**config.mk**
```make
export PLATFORM = sky130hd
export DESIGN_NAME = iob_wb_top
export DESIGN_NICKNAME = d
export VERILOG_FILES = /design/src/design/iob_bus_pkg.sv /design/src/design/wb_mem_pkg.sv /design/src/design/iob2wishbone.sv /design/src/design/iob_wb_top.sv /design/src/design/wb_sram.sv
export SDC_FILE = /design/constraint.sdc
export NUM_CORES = 2
export LEC_CHECK = 0
export BUFFER_PORTS_ARGS = -buffer_cell sky130_fd_sc_hd__buf_2
export CAP_MARGIN = 20
export CORE_MARGIN = 5
export CORE_UTILIZATION = 30
export DETAILED_ROUTE_END_ITERATION = 10
export PLACE_DENSITY = 0.54
export SETUP_SLACK_MARGIN = 0.15
export SYNTH_ARGS = -nofsm -noshare
export SYNTH_HDL_FRONTEND = slang
export SYNTH_SLANG_ARGS = --single-unit
```
**constraint.sdc**
```tcl
create_clock -name clk_i -period 5.2 [get_ports clk_i]
set_input_delay 0.26 -clock clk_i [delete_from_list [all_inputs] [get_ports clk_i]]
set_output_delay 0.26 -clock clk_i [all_outputs]
set_load 0.05 [all_outputs]
```
**src/design/iob_bus_pkg.sv**
```systemverilog
package iob_bus_pkg;

   // byte address and data widths of the IOb side
   localparam int ADDR_W = 32;
   localparam int DATA_W = 32;

   // one strobe bit per byte lane
   localparam int STRB_W = DATA_W / 8;

   // a read always asks for this many bytes
   localparam int READ_BYTES = 4;

   // read select before alignment
   // a zero sits above the ones so the shifted value drops lanes past the word
   localparam logic [READ_BYTES:0] RB_MASK = {1'b0, {READ_BYTES{1'b1}}};

endpackage

```
**src/design/wb_mem_pkg.sv**
```systemverilog
package wb_mem_pkg;

   // word memory size and index width
   localparam int MEM_DEPTH = 64;
   localparam int MEM_AW = 6;

   // wait states between strobe and ack
   localparam int WB_WAIT_CYCLES = 2;

   // counter wide enough to hold the wait count
   localparam int WAIT_CNT_W = $clog2(WB_WAIT_CYCLES + 1);

   // slave access sequence
   typedef enum logic [1:0] {
      MEM_IDLE,
      MEM_WAIT,
      MEM_ACK
   } wb_mem_state_t;

endpackage

```
**src/design/iob2wishbone.sv**
```systemverilog
`timescale 1ns/10ps

module iob2wishbone
   import iob_bus_pkg::*;
(
   input  logic              clk_i,
   input  logic              reset_i,

   // IOb side
   input  logic              iob_avalid_i,
   input  logic [ADDR_W-1:0] iob_addr_i,
   input  logic [DATA_W-1:0] iob_wdata_i,
   input  logic [STRB_W-1:0] iob_wstrb_i,
   output logic              iob_rvalid_o,
   output logic [DATA_W-1:0] iob_rdata_o,
   output logic              iob_ready_o,

   // Wishbone side
   output logic [ADDR_W-1:0] wb_addr_o,
   output logic [DATA_W-1:0] wb_data_o,
   output logic [STRB_W-1:0] wb_select_o,
   output logic              wb_we_o,
   output logic              wb_cyc_o,
   output logic              wb_stb_o,
   input  logic              wb_ack_i,
   input  logic [DATA_W-1:0] wb_data_i
);

   logic              avalid_r;
   logic              ack_r;
   logic [ADDR_W-1:0] addr_r;
   logic [DATA_W-1:0] wdata_r;
   logic [STRB_W-1:0] sel_r;
   logic              we_r;
   logic [DATA_W-1:0] rdata_r;

   logic              req_we;
   logic [STRB_W-1:0] req_sel;

   // any strobe bit makes it a write
   assign req_we = |iob_wstrb_i;

   // reads select READ_BYTES lanes starting at the byte offset
   assign req_sel = req_we ? iob_wstrb_i : STRB_W'(RB_MASK << iob_addr_i[1:0]);

   // live request in the accept cycle, held copy until the ack
   assign wb_addr_o   = iob_avalid_i ? iob_addr_i : addr_r;
   assign wb_data_o   = iob_avalid_i ? iob_wdata_i : wdata_r;
   assign wb_select_o = iob_avalid_i ? req_sel : sel_r;
   assign wb_we_o     = iob_avalid_i ? req_we : we_r;
   assign wb_stb_o    = iob_avalid_i | avalid_r;
   assign wb_cyc_o    = wb_stb_o;

   assign iob_rvalid_o = ack_r & ~we_r;
   assign iob_rdata_o  = rdata_r;
   assign iob_ready_o  = ~avalid_r | ack_r;

   // outstanding flag clears on the ack, registered ack closes the transfer
   always_ff @(posedge clk_i) begin
      if (reset_i) begin
         avalid_r <= 1'b0;
         ack_r    <= 1'b0;
      end else begin
         if (iob_avalid_i | wb_ack_i) begin
            avalid_r <= iob_avalid_i;
         end
         ack_r <= wb_ack_i;
      end
   end

   always_ff @(posedge clk_i) begin
      if (iob_avalid_i) begin
         addr_r  <= iob_addr_i;
         wdata_r <= iob_wdata_i;
         sel_r   <= req_sel;
         we_r    <= req_we;
      end
      rdata_r <= wb_data_i;
   end

   // master must wait for ready before a new request
   a_no_req_while_busy : assert property (
      @(posedge clk_i) disable iff (reset_i)
      iob_avalid_i |-> iob_ready_o
   );

   // slave only acks a strobe that is still up
   a_ack_inside_strobe : assert property (
      @(posedge clk_i) disable iff (reset_i)
      wb_ack_i |-> wb_stb_o
   );

endmodule

```
**src/design/iob_wb_top.sv**
```systemverilog
`timescale 1ns/10ps

module iob_wb_top
   import iob_bus_pkg::*;
(
   input  logic              clk_i,
   input  logic              reset_i,
   input  logic              iob_avalid_i,
   input  logic [ADDR_W-1:0] iob_addr_i,
   input  logic [DATA_W-1:0] iob_wdata_i,
   input  logic [STRB_W-1:0] iob_wstrb_i,
   output logic              iob_rvalid_o,
   output logic [DATA_W-1:0] iob_rdata_o,
   output logic              iob_ready_o
);

   logic [ADDR_W-1:0] wb_addr;
   logic [DATA_W-1:0] wb_data_w;
   logic [STRB_W-1:0] wb_sel;
   logic              wb_we;
   logic              wb_cyc;
   logic              wb_stb;
   logic              wb_ack;
   logic [DATA_W-1:0] wb_data_r;

   iob2wishbone iob2wishbone_inst (
      .clk_i       (clk_i),
      .reset_i     (reset_i),
      .iob_avalid_i(iob_avalid_i),
      .iob_addr_i  (iob_addr_i),
      .iob_wdata_i (iob_wdata_i),
      .iob_wstrb_i (iob_wstrb_i),
      .iob_rvalid_o(iob_rvalid_o),
      .iob_rdata_o (iob_rdata_o),
      .iob_ready_o (iob_ready_o),
      .wb_addr_o   (wb_addr),
      .wb_data_o   (wb_data_w),
      .wb_select_o (wb_sel),
      .wb_we_o     (wb_we),
      .wb_cyc_o    (wb_cyc),
      .wb_stb_o    (wb_stb),
      .wb_ack_i    (wb_ack),
      .wb_data_i   (wb_data_r)
   );

   wb_sram wb_sram_inst (
      .clk_i    (clk_i),
      .reset_i  (reset_i),
      .wb_cyc_i (wb_cyc),
      .wb_stb_i (wb_stb),
      .wb_we_i  (wb_we),
      .wb_addr_i(wb_addr),
      .wb_sel_i (wb_sel),
      .wb_data_i(wb_data_w),
      .wb_ack_o (wb_ack),
      .wb_data_o(wb_data_r)
   );

endmodule

```
**src/design/wb_sram.sv**
```systemverilog
`timescale 1ns/10ps

module wb_sram
   import iob_bus_pkg::*, wb_mem_pkg::*;
(
   input  logic              clk_i,
   input  logic              reset_i,
   input  logic              wb_cyc_i,
   input  logic              wb_stb_i,
   input  logic              wb_we_i,
   input  logic [ADDR_W-1:0] wb_addr_i,
   input  logic [STRB_W-1:0] wb_sel_i,
   input  logic [DATA_W-1:0] wb_data_i,
   output logic              wb_ack_o,
   output logic [DATA_W-1:0] wb_data_o
);

   logic [DATA_W-1:0] mem [MEM_DEPTH];

   wb_mem_state_t     state_q;
   wb_mem_state_t     state_d;
   logic [WAIT_CNT_W-1:0] wait_cnt_q;
   logic              wait_done;
   logic [MEM_AW-1:0] word_idx;
   logic [DATA_W-1:0] rdata_q;

   // byte address down to word index so upper bits wrap
   assign word_idx = wb_addr_i[MEM_AW+1:2];

   assign wait_done = (state_q == MEM_WAIT) &&
                      (wait_cnt_q == WAIT_CNT_W'(WB_WAIT_CYCLES - 1));

   always_comb begin
      state_d = state_q;
      case (state_q)
         MEM_IDLE: begin
            if (wb_cyc_i && wb_stb_i) begin
               state_d = MEM_WAIT;
            end
         end
         MEM_WAIT: begin
            if (wait_done) begin
               state_d = MEM_ACK;
            end
         end
         default: state_d = MEM_IDLE;
      endcase
   end

   always_ff @(posedge clk_i) begin
      if (reset_i) begin
         state_q    <= MEM_IDLE;
         wait_cnt_q <= '0;
      end else begin
         state_q <= state_d;
         if (state_q == MEM_WAIT) begin
            wait_cnt_q <= wait_cnt_q + 1'b1;
         end else begin
            wait_cnt_q <= '0;
         end
      end
   end

   // fetch the word on the last wait so it is ready for the ack cycle
   always_ff @(posedge clk_i) begin
      if (wait_done) begin
         rdata_q <= mem[word_idx];
      end
   end

   // byte lane writes land at the end of the ack cycle
   always_ff @(posedge clk_i) begin
      if (state_q == MEM_ACK && wb_we_i) begin
         for (int b = 0; b < STRB_W; b++) begin
            if (wb_sel_i[b]) begin
               mem[word_idx][8*b +: 8] <= wb_data_i[8*b +: 8];
            end
         end
      end
   end

   assign wb_ack_o  = (state_q == MEM_ACK);
   assign wb_data_o = (state_q == MEM_ACK && !wb_we_i) ? rdata_q : '0;

   // ack follows a new strobe after the wait states and lasts one cycle
   a_ack_single : assert property (
      @(posedge clk_i) disable iff (reset_i)
      (state_q == MEM_IDLE && wb_cyc_i && wb_stb_i) |->
         ##(WB_WAIT_CYCLES + 1) wb_ack_o ##1 !wb_ack_o
   );

   // the master holds its strobe through the wait states
   a_wait_needs_stb : assert property (
      @(posedge clk_i) disable iff (reset_i)
      (state_q == MEM_WAIT) |-> wb_stb_i
   );

endmodule

```
After elaboration in Yosys (flattened, before gate mapping)
Memories as Yosys holds them, arrays and structs flattened. A register that Yosys moved wholly into a read port is not among the register bits.
Cells that the tools add are included.
- RAM bits: 2048
- flip-flop bits (word level): 83
- output and inout bits: 34
- memories kept: 1
- input port bits: 71
- logic and storage cells: 53
- multiplexer cells: 20
- reductions and logical operators: 8
- bitwise gates (word level): 7
- shifts and indexed selects: 1
- $add $sub $neg: 1
- equality and inequality tests: 5
- memory list (name ; words ; width ; read ports ; clocked after memory_dff ; wr ports ; line ; RTL):
    wb_sram_inst.mem ; 64 ; 32 ; 1 ; 1 ; 1 ; wb_sram.sv:18 ; logic [DATA_W-1:0] mem [MEM_DEPTH];
- operators with widths (kind ; count):
    2-to-1 mux 32 bit ; 1
    2-to-1 mux 1 bit ; 13
    2-to-1 mux 4 bit ; 2
    2-to-1 mux 8 bit ; 1
    equality test 2 x 1 -> 1 bit, second input constant ; 2
    2-to-1 mux 2 bit ; 2
    case mux 2 bit (2 select lines) ; 1
    OR reduction 4 bit ; 1
    << shifter 4 x 2 -> 4 bit, first input constant ; 1
    logical AND 1 bit ; 3
    NOT 1 bit ; 3
    OR 1 bit ; 3
    adder 2 x 1 -> 2 bit, second input constant ; 1
    equality test 2 bit, second input constant ; 1
    zero test 2 bit ; 1
    inequality test 2 x 1 -> 1 bit, second input constant ; 1
    inequality test 2 bit, second input constant ; 1
    AND reduction 2 bit ; 1
    OR reduction 2 bit ; 1
    AND 1 bit ; 1
    zero test 1 bit ; 1

Logic depth before layout (Yosys ltp)
- depth after elaboration: 6
- gate-level depth with buffers: 11
- depth with buffers taken out: 7

By module
A second synthesis with hierarchy kept.
- cell total of the unflattened synthesis: 4966
- area, all modules: 84013.1 µm²
- by module, submodules not included (module ; area an instance (µm²) ; instances ; sequential area each (µm²) ; cells each):
    wb_sram ; 81029.0 ; 1 ; 62540.0 ; 4770
    iob2wishbone ; 2984.1 ; 1 ; 2062.0 ; 196

Worst setup path after synthesis
No wires, ideal clock.
- kind: register to register
- start: register wb_sram_inst.wait_cnt_q[0]
- end: register wb_sram_inst.rdata_q[0] (read register of wb_sram_inst.mem) (enable)
- required time: 4732 ps
- cell stages (with the launch flop): 4
- library setup time: 468 ps
- path buffers: 0
- setup slack: 1833 ps
- arrival time: 2899 ps
- period minus slack after synthesis: 3367 ps
- path through: dfxtp_1 > ha_1 > inv_1 > nor3b_1
- cells in the longest elaborated chain, start to end: 2
- RTL lines (item ; line ; RTL):
    start: declaration ; wb_sram.sv:22 ; logic [WAIT_CNT_W-1:0] wait_cnt_q;
    start signal: assignment ; wb_sram.sv:57 ; wait_cnt_q <= wait_cnt_q + 1'b1;
    equality test 2 x 1 -> 1 bit ; wb_sram.sv:31 ; (wait_cnt_q == WAIT_CNT_W'(WB_WAIT_CYCLES - 1));
    logical AND 1 bit ; wb_sram.sv:30 ; assign wait_done = (state_q == MEM_WAIT) &&
    via wb_sram_inst.wait_done ; wb_sram.sv:23 ; logic wait_done;
    end: declaration ; wb_sram.sv:25 ; logic [DATA_W-1:0] rdata_q;
The timed path passes the listed nets, and every way through them passes these cells.
A chain may end at the register's enable or synchronous reset.

Worst setup path after layout
- start: input port iob_wstrb_i[1]
- end: memory wb_sram_inst.mem[3][1] (enable)
- cells in the longest elaborated chain, start to end: 6
- elaborated cells on any way between the ends: 8
- classes of those cells: mux: 6; reduce/logical: 2
- RTL lines (item ; line ; RTL):
    start: declaration ; iob_wb_top.sv:11 ; input logic [STRB_W-1:0] iob_wstrb_i,
    OR reduction 4 bit ; iob2wishbone.sv:41 ; assign req_we = |iob_wstrb_i;
    2-to-1 mux 4 bit ; iob2wishbone.sv:44 ; assign req_sel = req_we ? iob_wstrb_i : STRB_W'(RB_MASK << iob_addr_i[1:0]);
    2-to-1 mux 4 bit ; iob2wishbone.sv:49 ; assign wb_select_o = iob_avalid_i ? req_sel : sel_r;
    via iob2wishbone_inst.wb_select_o[0] ; iob2wishbone.sv:21 ; output logic [STRB_W-1:0] wb_select_o,
    2-to-1 mux 1 bit ; wb_sram.sv:75 ; if (wb_sel_i[b]) begin
    2-to-1 mux 1 bit ; wb_sram.sv:73 ; if (state_q == MEM_ACK && wb_we_i) begin
    2-to-1 mux 1 bit (implied by the code) ; wb_sram.sv:76 ; mem[word_idx][8*b +: 8] <= wb_data_i[8*b +: 8];
    end: declaration ; wb_sram.sv:18 ;
The timed path passes the listed nets, and every way through them passes these cells.

==> impl_metrics.json <==
{
  "rsz0062_at_grt": "no",
  "area_growth_pct": 17.4,
  "final.period_utilization": 0.828,
  "drcViolationCount": 3,
  "maxCapViolations": 0,
  "hold_buffers": 15,
  "wl_per_cell_microns": 27.0,
  "clk_latency_ps": 860,
  "drtIter0Drc": 6175,
  "die-area_sq_um": 269000,
  "syn_area_per_cell_sq_um": 18.5,
  "io_buffers": 80,
  "cts.clk_slew.worst_paths_ps": 60,
  "ys_seq_elements": 2161,
  "regToRegSetupSlack_ps": 1390,
  "die_w_microns": 519,
  "floorplan.initialDensity": 0.302,
  "fin_tns_setup_ps": 0,
  "synth-seq-area-share": 0.826,
  "cts.path.max_buffers": 3,
  "post-place-ws_ps": 949,
  "rows": 186,
  "start_kind": "input pin",
  "hp-class": "in -> reg",
  "nets": 4630,
  "r2r_start": "iob2wishbone_inst.we_r",
  "die_h_microns": 519,
  "syn-cell-area_sq_um": 77600,
  "dr.pass1.iters": 11,
  "hold_path_depth": 3,
  "finish.instance_area_sq_um": 91100,
  "rr_worst_depth": 6,
  "syn-num-nets": 4261,
  "cts_resized": 0,
  "hold_viol": 0,
  "critPathKind": "in -> reg",
  "cts_buffers": 215,
  "setup_viol": 0,
  "routed_wirelength_mm": 220,
  "gp_congestion": 0.776,
  "antenna_found_initial": 13,
  "syn_inst": 4189,
  "grt_overflow_total": 0,
  "skew_ps": 41.4,
  "grt_pass1_wl_mm": 313,
  "vdd_drop_max_mv": 0.349,
  "via_per_inst": 5.41,
  "grt_max_degree": 111,
  "core-area_sq_um": 257000,
  "worst_slew_pin_slew_ps": 1100,
  "leakage_nw": 27.7,
  "cp-end-kind": "flop",
  "drive_gt1_frac": 0.173,
  "yosysWarningCount": 0,
  "ys_types": 47,
  "fin_crit_ps": 4300,
  "fmaxAchievable_mhz": 232,
  "cts.sinks": 2161,
  "antenna_left": 0,
  "relSlewSlack": 0.263,
  "cts-root-buf": "clkbuf_16",
  "status": "finished, violations left",
  "ioPinCount": 105,
  "post_cts_buffers": 0,
  "tritoncts": "done",
  "crit_fanout": 20,
  "dpl_cell_area_sq_um": 84000,
  "violations": "design-rule violations",
  "rr_endpoint": "wb_sram_inst.mem[3][1]",
  "first_global_vias": 42900,
  "layout_setup_ws_ps": 896,
  "fillers": 24000,
  "htree_levels": 4,
  "drv_slew": 0,
  "vias": 44000,
  "crit_required_ps": 5650,
  "crit_arrival_ps": 4760,
  "pwr_density_cell_nw_per_um2": 405,
  "grt.total_usage": 0.157,
  "crit_end": "wb_sram_inst.mem[3][1]",
  "power_mw": 36.8,
  "dp_hpwl_mm": 131,
  "critPathLaunch": "iob_wstrb_i[1]"
}
[registers in the layout (all words and copies together), names as in the netlist]
register,count
iob2wishbone_inst.we_r,1
wb_sram_inst.mem,2048
iob2wishbone_inst.avalid_r,1
iob2wishbone_inst.ack_r,1
iob2wishbone_inst.addr_r,6
wb_sram_inst.state_q,2
wb_sram_inst.wait_cnt_q,2
wb_sram_inst.rdata_q,32
iob2wishbone_inst.wdata_r,32
iob2wishbone_inst.sel_r,4
iob2wishbone_inst.iob_rdata_o,32
[layer usage]
layer,track usage,vias up,wire length [microns]
li1,-,18800,-
met1,0.224,22900,93100
met2,0.252,2071,104000
met3,0.0248,265,18000
met4,0.0376,0,4420
met5,0,-,0
[worst min path at each step]
stage,start,to
after floorplan,reset_i,iob2wishbone_inst.ack_r
after global placement,wb_sram_inst.wait_cnt_q[0],wb_sram_inst.wait_cnt_q[0]
after detailed placement,wb_sram_inst.wait_cnt_q[0],wb_sram_inst.wait_cnt_q[0]
after CTS,iob_addr_i[7],iob2wishbone_inst.addr_r[7]
after global routing,iob_addr_i[7],iob2wishbone_inst.addr_r[7]
final,iob_addr_i[7],iob2wishbone_inst.addr_r[7]
[cell families after synthesis]
group | Yosys count | synth area share
buffers and inverters | 330 | 0.0181
and+or+nand+nor | 613 | 0.0387
adders and majority gates | 1 | 0.000161
AOI/OAI and AO/OA | 1038 | 0.110
DFF | 2161 | 0.826
muxes | 46 | 0.00689
[Yosys cell counts, drive strengths merged]
library cell	count	share of area
nor3	197	0.013
nor2	92	0.0045
ha	1	0.00016
a22oi	361	0.035
nand2	133	0.0065
dfxtp	81	0.021
clkbuf	205	0.0099
nor2b	2	0.00016
or3b	2	0.00023
and3	1	0.00015
nand4	40	0.0032
or4	1	0.000097
nand3b	2	0.00019
o22a	2	0.00023
a21oi	72	0.0046
nand2b	2	0.00016
inv	5	0.00024
nor4	32	0.0026
a222oi	402	0.052
or2	4	0.00032
and2	34	0.0027
mux2i	13	0.0020
nor3b	1	0.000097
mux2	33	0.0048
nor4bb	2	0.00026
and4	1	0.00011
a2bb2oi	8	0.00090
o22ai	2	0.00016
and4b	2	0.00026
nor4b	2	0.00023
a21o	1	0.000097
nand3	59	0.0038
clkinv	2	0.000097
a2111oi	3	0.00050
a31oi	133	0.011
a41oi	54	0.0061
edfxtp	2080	0.81
nand4b	4	0.00045
buf	118	0.0078
[power breakdown]
| group | switching, mW | leakage, nW | internal, mW | total, mW |
|---|---|---|---|---|
| Sequential | 0.0223 | 19.4 | 19.4 | 19.4 |
| Combinational | 1.83 | 5.00 | 0.598 | 2.43 |
| Clock | 6.57 | 3.29 | 8.41 | 15.0 |
[stage by stage]
stage	cells	hold WS, ps	utilization
after global routing	8131	61.0	0.354
after detailed placement	7697	415	0.327
after CTS	8117	7.89	0.354
after global placement	7636	409	0.325
after floorplan	4189	332	-
final	8134	45.7	0.354
[area by class of cell]
class	count	area, sq um	share of cell area
diodes	4	10.0	0.000110
clock buffers	271	5660	0.0622
inverters	7	26.3	0.000289
multi-input cells	1698	12200	0.134
repair buffers	475	3690	0.0405
clock inverters	134	1140	0.0125
flip-flops and latches	2161	64100	0.704
well taps	3384	4230	0.0465
[worst max-delay path: stages]
cell and delay, ps:
dlygate4sd3_1 530, buf_2 130, or4_1 530, nor3_1 140
dlygate4sd3_1 570, nor2_1 50, dlygate4sd3_1 560, a21oi_1 330
nand2_2 450, buf_4 400, nor2_1 780
[layout by cell type, fill, tap and decap left out, types with 5 or more instances in the layout]
cell type,count
mux2i_1,10
buf_4,328
clkbuf_1,50
mux2_2,32
inv_1,5
clkinvlp_4,7
clkbuf_8,5
a2bb2oi_1,8
a222oi_1,402
clkbuf_16,216
nor2_4,7
nand2_1,124
clkinv_2,27
nor2_1,85
clkinv_1,67
clkbuf_4,6
nor3_1,194
a31oi_1,133
dfxtp_1,81
buf_2,98
nor4_1,32
nand4_1,40
nand2_2,9
a22oi_1,361
edfxtp_1,2080
bufinv_16,14
dlygate4sd3_1,15
inv_6,9
buf_12,25
a21oi_1,72
and2_1,34
nand3_1,57
clkinv_8,5
a41oi_1,54
Note: power is estimated with default switching activity, not from simulation.
